**config.mk**
```make
export PLATFORM = sky130hd
export DESIGN_NAME = radio_core
export DESIGN_NICKNAME = d
export VERILOG_FILES = /design/src/design/radio_pkg.sv /design/src/design/radio_apb_regs.sv /design/src/design/radio_timekeeper.sv /design/src/design/radio_cmd_sched.sv /design/src/design/radio_tx_source.sv /design/src/design/radio_frontend.sv /design/src/design/radio_core.sv
export SDC_FILE = /design/constraint.sdc
export NUM_CORES = 1
export LEC_CHECK = 0
export BUFFER_PORTS_ARGS = -buffer_cell sky130_fd_sc_hd__buf_2
export CAP_MARGIN = 20
export CORE_ASPECT_RATIO = 0.8
export CORE_MARGIN = 3
export CORE_UTILIZATION = 25
export DETAILED_ROUTE_END_ITERATION = 8
export PLACE_DENSITY = 0.4
export SLEW_MARGIN = 20
export SYNTH_ARGS = -nofsm -noshare
export SYNTH_HDL_FRONTEND = slang
export SYNTH_HIERARCHICAL = 1
export SYNTH_SLANG_ARGS = --single-unit
```
**constraint.sdc**
```tcl
create_clock -name i_clk -period 3.1 [get_ports i_clk]
set_clock_uncertainty 0.2 [all_clocks]
set_input_delay 0.62 -clock i_clk [delete_from_list [all_inputs] [get_ports i_clk]]
set_output_delay 0.62 -clock i_clk [all_outputs]
set_load 0.01 [all_outputs]
```
**src/design/radio_pkg.sv**
```systemverilog
// Shared register map, widths and stage structs for the radio control core
// Register index is the APB word address, paddr[9:2]
// Everything runs on the single bus clock

`default_nettype none

package radio_pkg;

   localparam int DATA_W = 32;           // APB data and sample width
   localparam int ADDR_W = 10;
   localparam int TIME_W = 64;

   ////////////////////////////////////////////////////////////
   // Write register indices
   ////////////////////////////////////////////////////////////
   localparam logic [7:0] SR_LOOPBACK    = 8'd6;
   localparam logic [7:0] SR_ATR_IDLE    = 8'd12;
   localparam logic [7:0] SR_ATR_TX      = 8'd13;
   localparam logic [7:0] SR_TEST        = 8'd21;
   localparam logic [7:0] SR_CODEC_IDLE  = 8'd22;
   localparam logic [7:0] SR_TIME_HI     = 8'd128;
   localparam logic [7:0] SR_TIME_LO     = 8'd129;
   localparam logic [7:0] SR_TIME_CTRL   = 8'd130;  // Write loads staged time
   localparam logic [7:0] SR_CMD         = 8'd160;  // Write arms the command
   localparam logic [7:0] SR_CMD_TIME_HI = 8'd161;
   localparam logic [7:0] SR_CMD_TIME_LO = 8'd162;
   localparam logic [7:0] SR_CW0         = 8'd164;
   localparam logic [7:0] SR_CW1         = 8'd165;
   localparam logic [7:0] SR_CW2         = 8'd166;

   // Read-only indices
   localparam logic [7:0] RB_TIME_LO = 8'd32;     // Also snapshots the high word
   localparam logic [7:0] RB_TIME_HI = 8'd33;
   localparam logic [7:0] RB_PPS_LO  = 8'd34;
   localparam logic [7:0] RB_PPS_HI  = 8'd35;
   localparam logic [7:0] RB_TX      = 8'd36;
   localparam logic [7:0] RB_RX      = 8'd37;
   localparam logic [7:0] RB_STATUS  = 8'd38;

   // Status word bits
   localparam int ST_RUN     = 0;
   localparam int ST_PENDING = 1;
   localparam int ST_LATE    = 2;

   localparam int CMD_RUN_BIT = 0;

   typedef struct packed {
      logic              stb;
      logic [TIME_W-1:0] value;
   } time_load_t;

   typedef struct packed {
      logic              stb;
      logic              run;
      logic [TIME_W-1:0] cmd_time;
   } cmd_arm_t;

   typedef struct packed {
      logic              loopback;
      logic [DATA_W-1:0] codec_idle;
      logic [DATA_W-1:0] atr_idle;
      logic [DATA_W-1:0] atr_tx;
      logic [DATA_W-1:0] cw0;
      logic [15:0]       cw1;
      logic [15:0]       cw2;
   } radio_cfg_t;

   // Field order puts run at bit 0
   typedef struct packed {
      logic late;
      logic pending;
      logic run;
   } radio_status_t;

endpackage

`default_nettype wire

```
**src/design/radio_apb_regs.sv**
```systemverilog
// APB slave with zero wait states, pslverr tied low
// Writes land at the access-phase edge; unmapped indices read 0
// Reading RB_TIME_LO latches the high word for a coherent 64-bit read

`timescale 1ns/1ns
`default_nettype none

module radio_apb_regs (
   input  wire                                i_clk,
   input  wire                                i_rst_n,
   input  wire                                i_psel,
   input  wire                                i_penable,
   input  wire                                i_pwrite,
   input  wire [radio_pkg::ADDR_W-1:0]        i_paddr,
   input  wire [radio_pkg::DATA_W-1:0]        i_pwdata,
   output logic [radio_pkg::DATA_W-1:0]       o_prdata,
   output logic                               o_pready,
   output logic                               o_pslverr,
   input  wire [radio_pkg::TIME_W-1:0]        i_time,
   input  wire [radio_pkg::TIME_W-1:0]        i_pps_time,
   input  radio_pkg::radio_status_t           i_status,
   input  wire [radio_pkg::DATA_W-1:0]        i_tx_cap,
   input  wire [radio_pkg::DATA_W-1:0]        i_rx_cap,
   output radio_pkg::radio_cfg_t              o_cfg,
   output radio_pkg::time_load_t              o_time_load,
   output radio_pkg::cmd_arm_t                o_cmd_arm
);

   logic [7:0]                  reg_idx;
   logic                        wr_en;
   logic                        rd_en;
   radio_pkg::radio_cfg_t       cfg;
   logic [radio_pkg::DATA_W-1:0] test_reg;
   logic [radio_pkg::TIME_W-1:0] time_stage;   // Staged load value
   logic [radio_pkg::TIME_W-1:0] cmd_time;     // Staged command time
   logic                        cmd_run;
   logic                        load_stb;
   logic                        arm_stb;
   logic [radio_pkg::DATA_W-1:0] time_hi_snap;
   logic [radio_pkg::DATA_W-1:0] rd_data;

   assign reg_idx = i_paddr[radio_pkg::ADDR_W-1:2];
   assign wr_en   = i_psel & i_penable & i_pwrite;
   assign rd_en   = i_psel & i_penable & ~i_pwrite;

   ////////////////////////////////////////////////////////////
   // Write decode
   ////////////////////////////////////////////////////////////
   always_ff @(posedge i_clk or negedge i_rst_n) begin
      if (!i_rst_n) begin
         cfg        <= '0;
         test_reg   <= '0;
         time_stage <= '0;
         cmd_time   <= '0;
         cmd_run    <= 1'b0;
         load_stb   <= 1'b0;
         arm_stb    <= 1'b0;
      end else begin
         load_stb <= wr_en && (reg_idx == radio_pkg::SR_TIME_CTRL);
         arm_stb  <= wr_en && (reg_idx == radio_pkg::SR_CMD);
         if (wr_en) begin
            case (reg_idx)
               radio_pkg::SR_LOOPBACK:    cfg.loopback   <= i_pwdata[0];
               radio_pkg::SR_ATR_IDLE:    cfg.atr_idle   <= i_pwdata;
               radio_pkg::SR_ATR_TX:      cfg.atr_tx     <= i_pwdata;
               radio_pkg::SR_TEST:        test_reg       <= i_pwdata;
               radio_pkg::SR_CODEC_IDLE:  cfg.codec_idle <= i_pwdata;
               radio_pkg::SR_TIME_HI:     time_stage[63:32] <= i_pwdata;
               radio_pkg::SR_TIME_LO:     time_stage[31:0]  <= i_pwdata;
               radio_pkg::SR_CMD:         cmd_run <= i_pwdata[radio_pkg::CMD_RUN_BIT];
               radio_pkg::SR_CMD_TIME_HI: cmd_time[63:32] <= i_pwdata;
               radio_pkg::SR_CMD_TIME_LO: cmd_time[31:0]  <= i_pwdata;
               radio_pkg::SR_CW0:         cfg.cw0 <= i_pwdata;
               radio_pkg::SR_CW1:         cfg.cw1 <= i_pwdata[15:0];
               radio_pkg::SR_CW2:         cfg.cw2 <= i_pwdata[15:0];
               default: ;                 // Unmapped, ignored
            endcase
         end
      end
   end

   // High word held from the last low-word read
   always_ff @(posedge i_clk or negedge i_rst_n) begin
      if (!i_rst_n) begin
         time_hi_snap <= '0;
      end else if (rd_en && (reg_idx == radio_pkg::RB_TIME_LO)) begin
         time_hi_snap <= i_time[63:32];
      end
   end

   ////////////////////////////////////////////////////////////
   // Read mux
   ////////////////////////////////////////////////////////////
   always_comb begin
      rd_data = '0;
      case (reg_idx)
         radio_pkg::SR_LOOPBACK:    rd_data[0] = cfg.loopback;
         radio_pkg::SR_ATR_IDLE:    rd_data = cfg.atr_idle;
         radio_pkg::SR_ATR_TX:      rd_data = cfg.atr_tx;
         radio_pkg::SR_TEST:        rd_data = test_reg;
         radio_pkg::SR_CODEC_IDLE:  rd_data = cfg.codec_idle;
         radio_pkg::SR_CMD_TIME_HI: rd_data = cmd_time[63:32];
         radio_pkg::SR_CMD_TIME_LO: rd_data = cmd_time[31:0];
         radio_pkg::SR_CW0:         rd_data = cfg.cw0;
         radio_pkg::SR_CW1:         rd_data[15:0] = cfg.cw1;
         radio_pkg::SR_CW2:         rd_data[15:0] = cfg.cw2;
         radio_pkg::RB_TIME_LO:     rd_data = i_time[31:0];
         radio_pkg::RB_TIME_HI:     rd_data = time_hi_snap;
         radio_pkg::RB_PPS_LO:      rd_data = i_pps_time[31:0];
         radio_pkg::RB_PPS_HI:      rd_data = i_pps_time[63:32];
         radio_pkg::RB_TX:          rd_data = i_tx_cap;
         radio_pkg::RB_RX:          rd_data = i_rx_cap;
         radio_pkg::RB_STATUS: begin
            rd_data[radio_pkg::ST_RUN]     = i_status.run;
            rd_data[radio_pkg::ST_PENDING] = i_status.pending;
            rd_data[radio_pkg::ST_LATE]    = i_status.late;
         end
         default: rd_data = '0;
      endcase
   end

   assign o_prdata  = rd_data;
   assign o_pready  = 1'b1;
   assign o_pslverr = 1'b0;

   assign o_cfg       = cfg;
   assign o_time_load = '{stb: load_stb, value: time_stage};
   assign o_cmd_arm   = '{stb: arm_stb, run: cmd_run, cmd_time: cmd_time};

endmodule

`default_nettype wire

```
**src/design/radio_timekeeper.sv**
```systemverilog
// Free-running 64-bit time, loadable from software
// i_pps is assumed already synchronous to the bus clock

`timescale 1ns/1ns
`default_nettype none

module radio_timekeeper (
   input  wire                           i_clk,
   input  wire                           i_rst_n,
   input  radio_pkg::time_load_t         i_load,
   input  wire                           i_pps,
   output logic [radio_pkg::TIME_W-1:0]  o_time,
   output logic [radio_pkg::TIME_W-1:0]  o_pps_time
);

   logic pps_q;
   logic pps_qq;
   logic pps_rise;

   assign pps_rise = pps_q & ~pps_qq;

   always_ff @(posedge i_clk or negedge i_rst_n) begin
      if (!i_rst_n) begin
         o_time <= '0;
      end else if (i_load.stb) begin
         o_time <= i_load.value;
      end else begin
         o_time <= o_time + 1'b1;
      end
   end

   // Edge detect on the registered pulse
   always_ff @(posedge i_clk or negedge i_rst_n) begin
      if (!i_rst_n) begin
         pps_q      <= 1'b0;
         pps_qq     <= 1'b0;
         o_pps_time <= '0;
      end else begin
         pps_q  <= i_pps;
         pps_qq <= pps_q;
         if (pps_rise) o_pps_time <= o_time;
      end
   end

endmodule

`default_nettype wire

```
**src/design/radio_cmd_sched.sv**
```systemverilog
// Single-entry timed run/stop scheduler
// A new arm replaces a pending command; late is decided at arm time

`timescale 1ns/1ns
`default_nettype none

module radio_cmd_sched (
   input  wire                           i_clk,
   input  wire                           i_rst_n,
   input  radio_pkg::cmd_arm_t           i_arm,
   input  wire [radio_pkg::TIME_W-1:0]   i_time,
   output logic                          o_run,
   output radio_pkg::radio_status_t      o_status
);

   logic [radio_pkg::TIME_W-1:0] cmd_time;
   logic                         cmd_run;
   logic                         pending;
   logic                         was_late;   // Time had passed when armed
   logic                         late;
   logic                         due;

   assign due = pending && (i_time >= cmd_time);

   always_ff @(posedge i_clk or negedge i_rst_n) begin
      if (!i_rst_n) begin
         cmd_time <= '0;
         cmd_run  <= 1'b0;
         pending  <= 1'b0;
         was_late <= 1'b0;
         late     <= 1'b0;
         o_run    <= 1'b0;
      end else if (i_arm.stb) begin
         cmd_time <= i_arm.cmd_time;
         cmd_run  <= i_arm.run;
         pending  <= 1'b1;
         was_late <= (i_time >= i_arm.cmd_time);
      end else if (due) begin
         o_run   <= cmd_run;
         pending <= 1'b0;
         late    <= was_late;    // Cleared by an on-time command
      end
   end

   assign o_status = '{late: late, pending: pending, run: o_run};

endmodule

`default_nettype wire

```
**src/design/radio_tx_source.sv**
```systemverilog
// Codeword sequencer, alternates cw0 and {cw1, cw2} while running
// Sequence restarts at cw0 whenever run drops

`timescale 1ns/1ns
`default_nettype none

module radio_tx_source (
   input  wire                           i_clk,
   input  wire                           i_rst_n,
   input  wire                           i_run,
   input  radio_pkg::radio_cfg_t         i_cfg,
   output logic [radio_pkg::DATA_W-1:0]  o_sample
);

   logic hold_cw12;   // o_sample currently holds {cw1, cw2}

   // Idle keeps cw0 ready so the first running word is cw0
   always_ff @(posedge i_clk or negedge i_rst_n) begin
      if (!i_rst_n) begin
         hold_cw12 <= 1'b0;
         o_sample  <= '0;
      end else if (i_run) begin
         hold_cw12 <= ~hold_cw12;
         o_sample  <= hold_cw12 ? i_cfg.cw0 : {i_cfg.cw1, i_cfg.cw2};
      end else begin
         hold_cw12 <= 1'b0;
         o_sample  <= i_cfg.cw0;
      end
   end

endmodule

`default_nettype wire

```
**src/design/radio_frontend.sv**
```systemverilog
// Transmit output register and ATR pin drive
// Loopback feeds the registered tx word into the rx capture

`timescale 1ns/1ns
`default_nettype none

module radio_frontend (
   input  wire                           i_clk,
   input  wire                           i_rst_n,
   input  wire                           i_run,
   input  wire [radio_pkg::DATA_W-1:0]   i_sample,
   input  radio_pkg::radio_cfg_t         i_cfg,
   input  wire [radio_pkg::DATA_W-1:0]   i_rx,
   output logic [radio_pkg::DATA_W-1:0]  o_tx,
   output logic [radio_pkg::DATA_W-1:0]  o_fe_gpio,
   output logic [radio_pkg::DATA_W-1:0]  o_tx_cap,
   output logic [radio_pkg::DATA_W-1:0]  o_rx_cap
);

   logic [radio_pkg::DATA_W-1:0] tx_q;

   always_ff @(posedge i_clk or negedge i_rst_n) begin
      if (!i_rst_n) begin
         tx_q      <= '0;
         o_fe_gpio <= '0;
      end else begin
         tx_q      <= i_run ? i_sample : i_cfg.codec_idle;
         o_fe_gpio <= i_run ? i_cfg.atr_tx : i_cfg.atr_idle;
      end
   end

   // Rx word as seen by software
   always_ff @(posedge i_clk or negedge i_rst_n) begin
      if (!i_rst_n) begin
         o_rx_cap <= '0;
      end else begin
         o_rx_cap <= i_cfg.loopback ? tx_q : i_rx;
      end
   end

   assign o_tx     = tx_q;
   assign o_tx_cap = tx_q;

endmodule

`default_nettype wire

```
**src/design/radio_core.sv**
```systemverilog
// Radio control core, one clock domain, no back-pressure
// Path from an SR_CMD write to o_tx depends on the command time

`timescale 1ns/1ns
`default_nettype none

module radio_core (
   input  wire                           i_clk,
   input  wire                           i_rst_n,
   input  wire                           i_psel,
   input  wire                           i_penable,
   input  wire                           i_pwrite,
   input  wire [radio_pkg::ADDR_W-1:0]   i_paddr,
   input  wire [radio_pkg::DATA_W-1:0]   i_pwdata,
   output logic [radio_pkg::DATA_W-1:0]  o_prdata,
   output logic                          o_pready,
   output logic                          o_pslverr,
   input  wire [radio_pkg::DATA_W-1:0]   i_rx,
   input  wire                           i_pps,
   output logic [radio_pkg::DATA_W-1:0]  o_tx,
   output logic [radio_pkg::DATA_W-1:0]  o_fe_gpio
);

   radio_pkg::radio_cfg_t        cfg;
   radio_pkg::time_load_t        time_load;
   radio_pkg::cmd_arm_t          cmd_arm;
   radio_pkg::radio_status_t     status;
   logic [radio_pkg::TIME_W-1:0] cur_time;
   logic [radio_pkg::TIME_W-1:0] pps_time;
   logic                         run;
   logic [radio_pkg::DATA_W-1:0] sample;
   logic [radio_pkg::DATA_W-1:0] tx_cap;
   logic [radio_pkg::DATA_W-1:0] rx_cap;

   ////////////////////////////////////////////////////////////
   // Control plane
   ////////////////////////////////////////////////////////////
   radio_apb_regs radio_apb_regs_i (
      .i_clk(i_clk), .i_rst_n(i_rst_n),
      .i_psel(i_psel), .i_penable(i_penable), .i_pwrite(i_pwrite),
      .i_paddr(i_paddr), .i_pwdata(i_pwdata),
      .o_prdata(o_prdata), .o_pready(o_pready), .o_pslverr(o_pslverr),
      .i_time(cur_time), .i_pps_time(pps_time), .i_status(status),
      .i_tx_cap(tx_cap), .i_rx_cap(rx_cap),
      .o_cfg(cfg), .o_time_load(time_load), .o_cmd_arm(cmd_arm)
   );

   radio_timekeeper radio_timekeeper_i (
      .i_clk(i_clk), .i_rst_n(i_rst_n),
      .i_load(time_load), .i_pps(i_pps),
      .o_time(cur_time), .o_pps_time(pps_time)
   );

   radio_cmd_sched radio_cmd_sched_i (
      .i_clk(i_clk), .i_rst_n(i_rst_n),
      .i_arm(cmd_arm), .i_time(cur_time),
      .o_run(run), .o_status(status)
   );

   ////////////////////////////////////////////////////////////
   // Transmit path
   ////////////////////////////////////////////////////////////
   radio_tx_source radio_tx_source_i (
      .i_clk(i_clk), .i_rst_n(i_rst_n),
      .i_run(run), .i_cfg(cfg), .o_sample(sample)
   );

   radio_frontend radio_frontend_i (
      .i_clk(i_clk), .i_rst_n(i_rst_n),
      .i_run(run), .i_sample(sample), .i_cfg(cfg), .i_rx(i_rx),
      .o_tx(o_tx), .o_fe_gpio(o_fe_gpio),
      .o_tx_cap(tx_cap), .o_rx_cap(rx_cap)
   );

endmodule

`default_nettype wire

```
==> results by stage, run 1 <==
Timing:
- Setup repair after global routing could not meet its margin everywhere.
- The time the final worst path needs with I/O delays and setup is 3.303 ns.
- The number of pins with negative max-slew slack in the final report is 0.
- The final-layout worst hold slack is 0.08078 ns.
- Measured against its own limit, the worst slew margin works out to 33.54%.
- The top achievable clock speed is 302.7 MHz.
- The total count of hold-check failures in the final report is 0.
- The final cycle utilization of the critical path is 106.6%.
- Setup violations remaining at the end of the flow were counted as 31.
- Once routing completed, OpenROAD measured the worst setup slack at -0.2034 ns.
- At the pin with the least slew margin, the transition time is 0.9970 ns.

Die:
- 178 I/O pins were placed.
- The die is 337.1 um tall.
- The die is 419.9 um wide.
- The number of cell rows is 120.
- The core footprint is 0.1350 mm2.
- The initial utilization of the core area, before any placement, comes to 25.39%.
- The overall die area is 0.1416 mm2.

Worst setup path:
- In this run the worst setup path begins at i_paddr[3].
- The kind of start point of the critical path is a primary input.
- STA puts the critical path data required time at 2.28 ns.
- In this run the worst path has a maximum fanout of 6.
- The reg-to-reg startpoint is radio_timekeeper_i/o_time[37].
- The worst setup path is captured at a primary output.
- The critical path is of the in2out type.
- STA puts the critical path data arrival time at 2.48 ns.

Placed design:
- The count of buffers added on input and output ports is 173.
- At the end of routability-driven placement, the weighted congestion stood at 0.9069.
- The placement-stage worst setup slack is -0.4175 ns.
- The placed wire-length estimate is 106500 um.

Logic synthesis:
- The mean instance size in the synthesized netlist is 11.84 um2.
- The total of flip-flops plus latches after synthesis is 684.
- The async set-or-reset flop fraction in the synthesized netlist is 100.0%.
- The number of instances in the synthesized netlist is 2894.
- The portion of synthesized cell area occupied by the leading cell type is 49.95%.
- The dominant register cell in the synthesized netlist is sky130_fd_sc_hd__dfrtp_1.
- For this run, the register share of the synthesized area comes to 49.95%.
- The synthesized design spends more area on one cell type than any other, namely sky130_fd_sc_hd__dfrtp_1.
- After synthesis, the cell types taking the most area are sky130_fd_sc_hd__dfrtp_1 (50%), sky130_fd_sc_hd__mux2_2 (14%), sky130_fd_sc_hd__ha_1 (4.7%).
- Yosys printed 6 warnings.
- Synthesis produced a netlist with a net count of 3103.
- The netlist area before placement is 0.03427 mm2.
- The count of flip-flops with a built-in enable after synthesis is 0.
- The number of distinct library cell variants in the gate-level netlist after synthesis is 88.

CTS:
- The number of clock sinks seen by CTS is 684.
- Clock-pin slew was measured on the worst setup and hold paths at 0.06 ns.
- In this run the number of H-tree levels came out at 3.
- The latest clock arrival within the worst-skew pair is 0.68 ns.
- Clock tree synthesis inserted a total of 77 buffers.
- In this run the clock root is driven by a sky130_fd_sc_hd__clkbuf_16.
- The clock tree from TritonCTS is built.
- Counting along the longest clock path gives a buffer depth of 3.

Routing:
- For this run, the detailed router's first-pass iteration total came to 6.
- The routed layout has 25700 vias.
- In the routed design, unresolved DRC markers number 0.
- The detailed router finished its first iteration with 2231 violations.
- The detail-routed net length per standard cell is 27.26 um.
- The count of nets left with antenna violations once routing finished came out at 0.
- After detailed routing, the number of vias per cell comes to 4.942.
- Summed over all layers, the routed wires come to 141800 um.

Global routing:
- The via count of the first global-routing pass was 25890.
- The first global-routing pass estimated 200600 um of wire.
- The total grt overflow is 0.
- Entering global routing, the biggest net connects 102 pins.
- The initial antenna violation count is 7.
- The global routing usage summed across all routing layers is 19.75%.

Finish:
- The post-synthesis to final-layout area growth is 28.16%.
- The repair_antennas step left the layout with diodes totalling 0.
- Cells with a size suffix above 1 make up 40.56% of the layout.
- The top cell types in the final layout, fill and taps aside, are sky130_fd_sc_hd__dfrtp_1 (673), sky130_fd_sc_hd__mux2_2 (428), sky130_fd_sc_hd__buf_4 (311), sky130_fd_sc_hd__nand2_1 (223), sky130_fd_sc_hd__buf_2 (152).
- The number of flip-flops under the largest register name is 161.
- The library cell used most frequently in the layout, excluding fill and tap cells, is sky130_fd_sc_hd__dfrtp_1.
- The post-layout net count is 3580.

Worst hold path:
- The kind of path behind the tightest hold check is in2reg.
- The startpoint identified for the worst hold timing path is i_rx[19].

Outcome:
- The flow ran to the end, but the final reports show violations.
- The checks that failed: negative setup slack.

Power and ir drop:
- Summed over all nets, the switching power comes to 5.432 mW.
- Sequential cells account for 45.1% of the total power.
- In this run, the clock network consumes 46.0% of the power.
- The internal portion of the total power is 15.31 mW.
- For this design the static power due to leakage is 20.52 nW.
- Across the VDD grid, the largest voltage drop is 357.3 uV.
- The ratio of total power to cell area is 472.3 mW/mm2.
- In this run, the combinational gates consume 8.9% of the power.
- The switching part of the total power is 26.19%.

Run:
- The total of max-cap violations is 0.
-- critical path, stage by stage --
cell,delay [ns]
sky130_fd_sc_hd__buf_12,0.11
sky130_fd_sc_hd__buf_12,0.13
sky130_fd_sc_hd__nor4bb_4,0.16
sky130_fd_sc_hd__buf_4,0.16
sky130_fd_sc_hd__buf_12,0.16
sky130_fd_sc_hd__a22o_1,0.25
sky130_fd_sc_hd__a222oi_1,0.34
sky130_fd_sc_hd__nand4_1,0.31
sky130_fd_sc_hd__buf_2,0.24
-- cell families after synthesis --
logic type / synth area share, %
AOI/OAI and AO/OA: 9.954
buffers and inverters: 5.225
other: 0.02192
adders and majority gates: 4.710
DFF: 49.95
muxes: 19.86
xor gates and xnor gates: 0.9201
and+or+nand+nor: 9.362
-- per-layer routing --
layer / global-route usage (%) / vias to the layer above / routed length, um
li1: - / 11500 / -
met1: 28.45 / 13370 / 67560
met2: 31.63 / 681 / 64900
met3: 3.088 / 150 / 6916
met4: 3.253 / 2 / 2388
met5: 0 / - / 13
-- synthesized netlist by cell type (all sizes together) (8+ instances only) --
| cell | number |
|---|---|
| a21oi | 72 |
| mux2 | 551 |
| and4 | 14 |
| nor3 | 28 |
| a32oi | 15 |
| o211ai | 8 |
| xor2 | 18 |
| a221oi | 16 |
| o31ai | 8 |
| inv | 137 |
| nand2 | 232 |
| mux2i | 25 |
| or4 | 19 |
| a31oi | 15 |
| a22oi | 102 |
| nand4 | 59 |
| ha | 129 |
| o21ai | 144 |
| buf | 147 |
| nand2b | 11 |
| xnor2 | 18 |
| clkbuf | 75 |
| dfrtp | 684 |
| a22o | 32 |
| a222oi | 22 |
| nor4 | 30 |
| nor2b | 14 |
| nand3 | 71 |
| a21o | 16 |
| or3 | 11 |
| nor2 | 58 |
| and3 | 18 |
-- worst paths after layout --
kind	slack, ns	cells past startpoint	end
max	-0.20	9	o_prdata[10]
min	0.08	2	radio_frontend_i/o_rx_cap[19]
max reg2reg	0.06	8	radio_cmd_sched_i/late
min reg2reg	0.24	0	radio_timekeeper_i/pps_qq
max in group asynchronous	1.49	4	radio_apb_regs_i/o_cfg[22]
min in group asynchronous	0.22	2	radio_timekeeper_i/o_pps_time[57]
-- power groups by stage --
stage | registers, mW | logic [mW] | clock network, mW
global placement | 9.52 | 1.69 | 0
finish | 9.35 | 1.85 | 9.54
floorplan | 9.44 | 0.636 | 0
detailed placement | 9.52 | 1.70 | 0
CTS | 9.35 | 1.82 | 9.79
global route | 9.37 | 2.00 | 10.2
-- timing repair --
item                                    CTS  global route
setup buffers                            27            12
gates cloned                              3             1
endpoints found under the hold margin   215             0
endpoints found under the setup margin   32            37
resized for setup                       149            82
pin swaps                                57            39
hold buffers                             32             0
-- through the flow --
stage / cells / cell area, um2 / TNS [ns] / total power [mW] / util [%]
2_1_floorplan: 2894 / 34270 / 0 / 10.08 / -
3_3_place_gp: 4992 / 39670 / -7.904 / 11.21 / 29.39
3_5_place_dp: 4992 / 39670 / -8.103 / 11.22 / 29.39
4_1_cts: 5191 / 43510 / -2.975 / 20.96 / 32.23
5_1_grt: 5201 / 43920 / -4.639 / 21.56 / 32.54
6_report: 5201 / 43920 / -2.940 / 20.74 / 32.54
-- area by class of cell --
cell class,count,area [um2]
multi-input combinational,1850,16070
fill,13700,91060
timing repair buffer,620,5411
clock inverter,29,322.8
clock buffer,111,2245
inverter,138,518.0
tap,1769,2213
sequential,684,17140
Power figures use the tool's default switching activity.
==> run 2, diff against run 1 <==
Settings changed: ABC_AREA set to 1.
==> results by stage, run 2 <==
CTS:
- The number of clock sinks seen by CTS is 684 (unchanged).
- The clock tree from TritonCTS is built.
- The maximum clock insertion buffer count is 3 (unchanged).
- The latest clock arrival within the worst-skew pair is 0.69 ns (about the same).
- The cell at the root of the clock tree is sky130_fd_sc_hd__clkbuf_16.
- The register clock-pin slew on the reported worst setup and hold paths is 0.06 ns (about the same).
- The H-tree depth is 3 (unchanged).
- The number of buffers created by CTS is 75 (-2.6%).

Worst setup path:
- The endpoint arrival time on the critical path is 2.23 ns (-0.25 ns).
- On the critical path, the stage with the largest delay is an instance of sky130_fd_sc_hd__nor2_4.
- The required time of the worst setup path is 2.28 ns (about the same).
- By instance count, the cell type seen most on the critical path is sky130_fd_sc_hd__nand2_1.
- Traced cell by cell, the critical path runs through clkbuf_4, buf_4, nor2_2, nand2_1, nor2_4, buf_12, buf_12, nand2_1, nand4_1, nor2_1, nand2_1, buf_2.
- The worst setup path is launched from a primary input.
- The highest net fanout along the worst path is 14 (+8).
- The peak per-stage delay on the critical path is 0.20 ns (-0.14 ns).
- The setup path with the least slack is of type in2out.
- The worst setup path is captured at a primary output.

Placed design:
- The routability-driven placement congestion ratio was 0.8925 (-1.6%).
- The placed wire-length estimate is 109800 um (+3.1%).
- The placement-stage worst setup slack is -0.04295 ns (+0.3745 ns).
- The total of buffers placed on input and output ports is 173 (unchanged).
- The instance area after placement came to 0.03866 mm2 (-2.6%).

Power and ir drop:
- The ratio of total power to cell area is 492.8 mW/mm2 (+4.3%).
- The switching part of the total power is 25.84% (-0.35 points).
- The static leakage is 20.10 nW (-2.1%).
- The internal power is 15.30 mW (about the same).
- The portion of total power attributed to sequential cells is 45.3% (+0.2 points).
- The part of the total power dissipated in the clock network is 47.1% (+1.1 points).
- The switching power of the nets came to 5.332 mW (-1.8%).
- The peak ir drop on the vdd network is 332.2 uV (-7.0%).
- The share of power burned in combinational logic is 7.5% (-1.4 points).

Run:
- The total of max-cap violations is 0 (unchanged).

Die:
- The die outline height is 340.9 um (+1.1%).
- The I/O pin count is 178 (unchanged).
- The floorplan die width is 424.6 um (+1.1%).
- The core footprint is 0.1388 mm2 (+2.8%).
- The overall die area came to 0.1448 mm2 (+2.2%).
- The starting density of the core is 25.26% (-0.13 points).
- The number of cell rows came to 122 (+1.7%).

Timing:
- The worst slew slack as a fraction of its limit is 36.16% (+2.6 points).
- Setup repair after global routing left no endpoint under its margin.
- The final setup violation count is 0 (-100%).
- The total count of hold-check failures in the final report came to 0 (unchanged).
- The pin slew with the least headroom to its limit is 0.9562 ns (-0.04075 ns).
- The slack of the critical path is 0.04677 ns (+0.2502 ns).
- The top achievable clock speed is 327.5 MHz (+8.2%).
- The time the final worst path needs with I/O delays and setup came to 3.053 ns (-0.2502 ns).
- The number of pins with negative max-slew slack in the final report is 0 (unchanged).
- The final cycle utilization of the critical path is 98.49% (-8.1 points).

Logic synthesis:
- The total of flip-flops plus latches after synthesis came to 684 (unchanged).
- The sequential fraction of the synthesis area was 48.84% (-1.1 points).
- The biggest area consumer among synthesized cells is sky130_fd_sc_hd__dfrtp_1.
- The mean instance size in the synthesized netlist was 7.953 um2 (-33%).
- The count of flip-flops with a built-in enable after synthesis is 0 (unchanged).
- The netlist area before placement came to 0.03505 mm2 (+2.3%).
- The most common cell in the synthesized netlist is sky130_fd_sc_hd__nand2_1.
- The number of instances in the synthesized netlist is 4407 (+52%).
- The number of distinct library cell variants in the gate-level netlist after synthesis came to 45 (-49%).
- The total nets after synthesis is 4616 (+49%).
- The dominant register cell in the synthesized netlist is sky130_fd_sc_hd__dfrtp_1.
- Ranked by instance count, the synthesized netlist is headed by sky130_fd_sc_hd__nand2_1 (1617), sky130_fd_sc_hd__dfrtp_1 (684), sky130_fd_sc_hd__inv_1 (348), sky130_fd_sc_hd__nand3_1 (303), sky130_fd_sc_hd__o21ai_0 (274).
- The async set-or-reset flop fraction in the synthesized netlist was 100.0% (unchanged).
- The portion of synthesized cell area occupied by the leading cell type was 48.84% (-1.1 points).
- By area the synthesized netlist is led by sky130_fd_sc_hd__dfrtp_1 (49%), sky130_fd_sc_hd__nand2_1 (17%), sky130_fd_sc_hd__ha_1 (4.6%).
- The number of warning messages in the yosys log is 6 (unchanged).

Finish:
- The post-synthesis to final-layout area growth is 19.47%.
- The core occupancy in the finished layout is 30.18% (-2.4 points).
- Leaving out fill and tap cells, the most frequent cell in the layout is sky130_fd_sc_hd__nand2_1.
- The number of flip-flops under the largest register name is 161 (unchanged).
- The final design instance area without fill is 0.04187 mm2 (-4.7%).
- The post-layout net count is 4847 (+35%).
- The ratio of cells with drive above 1 in the final layout is 13.58% (-27 points).
- The top cell types in the final layout, fill and taps aside, are sky130_fd_sc_hd__nand2_1 (1611), sky130_fd_sc_hd__dfrtp_1 (680), sky130_fd_sc_hd__inv_1 (348), sky130_fd_sc_hd__nand3_1 (302), sky130_fd_sc_hd__o21ai_0 (273).

Global routing:
- The initial antenna violation count came to 6 (-1).
- The global routing usage summed across all routing layers is 20.21% (+0.46 points).
- The first-pass GRT wire length is 211900 um (+5.6%).
- The total grt overflow is 0 (unchanged).
- The via count of the first global-routing pass is 29290 (+13%).
- The pin count of the biggest net entering global routing was 100 (-2.0%).

Outcome:
- The flow ran to the end, and the final reports show no timing, DRC or antenna violations.

Routing:
- The residual DRC count is 0 (unchanged).
- The first-pass detailed-route iteration total is 6 (unchanged).
- The iteration-0 DRC count of the detailed router is 3012 (+35%).
- The via density per instance is 4.650 (-5.9%).
- The post-detailed-routing wire length is 149500 um (+5.4%).
- The detail-routed net length per standard cell came to 22.77 um (-16%).
- The number of vias after detailed routing was 30520 (+19%).
- The remaining antenna violation count after routing is 0 (unchanged).

Worst hold path:
- The kind of path behind the tightest hold check is in2reg.
## run 2: cell count changes in the layout (fill, tap and decap cells not counted), sizes merged, moves of 225 or more
cell   delta
nor2    +235
mux2    -542
nand3   +235
inv     +226
nand2  +1432
buf     -225
o21ai   +394
## run 2: metal layers
layer	vias to the layer above	track usage, %	wire length (um)
met4	0	5.830	4371
met5	-	0	0
met1	14880	29.58	71560
li1	14500	-	-
met2	937	30.42	64280
met3	196	3.398	9247
## run 2: layout make-up
type | instances | area, um2
fill | 15070 | 96880
sequential | 684 | 17130
multi-input combinational | 3115 | 15040
timing repair buffer | 398 | 3361
tap | 1860 | 2327
clock buffer | 110 | 2201
inverter | 364 | 1406
clock inverter | 26 | 397.9
antenna | 6 | 15.01
## run 2: kinds of logic after synthesis
kind of cell / after synthesis / share of synthesized area [%]
AND/OR/NAND/NOR: 2340 / 28.21
flip-flops: 684 / 48.84
AO/OA/AOI/OAI: 618 / 9.171
buffers and inverters: 608 / 8.443
adder cells (fa/ha/maj): 129 / 4.605
XOR/XNOR: 17 / 0.4248
multiplexers: 9 / 0.2892
other: 2 / 0.02143
## run 2: power groups by stage
stage	Combinational [mW]	Sequential (mW)	Clock, mW
floorplan	0.756	9.42	0
global placement	1.50	9.53	0
detailed placement	1.51	9.53	0
CTS	1.55	9.36	9.98
global route	1.74	9.37	10.4
finish	1.55	9.36	9.72
## run 2: worst max-delay path: cells and delay by family
| kind | cells | cell delay [ns] |
|---|---|---|
| buffers and inverters | 5 | 0.81 |
| and+or+nand+nor | 7 | 0.76 |
## run 2: worst paths after layout
check	from	endpoint	slack (ns)	depth (start not counted)
worst max-delay path	i_paddr[2]	o_prdata[7]	0.05	12
worst min-delay path	i_rx[16]	radio_frontend_i/o_rx_cap[16]	0.08	3
worst max register to register	radio_timekeeper_i/o_time[26]	radio_cmd_sched_i/o_run	0.31	11
worst min register to register	radio_timekeeper_i/pps_q	radio_timekeeper_i/pps_qq	0.23	0
max in group asynchronous	i_rst_n	radio_apb_regs_i/o_cfg[97]	1.49	4
min in group asynchronous	i_rst_n	radio_timekeeper_i/o_time[57]	0.26	2
## run 2: timing repair
item | CTS | global route
cloned | 0 | 3
hold buffers | 32 | 0
buffers inserted | 0 | 11
setup endpoints to repair | 4 | 24
hold endpoints to repair | 53 | 0
pin swaps | 1 | 6
gates resized for setup | 4 | 21
## run 2: per-stage QoR
stage	total power [mW]	hold WS, ns	setup TNS [ns]	std cells
detailed placement	11.04	0.2260	-0.07451	6375
CTS	20.89	0.04132	0	6543
floorplan	10.17	0.1244	0	4407
global placement	11.03	0.2157	-0.03468	6375
global route	21.47	0.03819	0	6558
finish	20.64	0.07917	0	6563
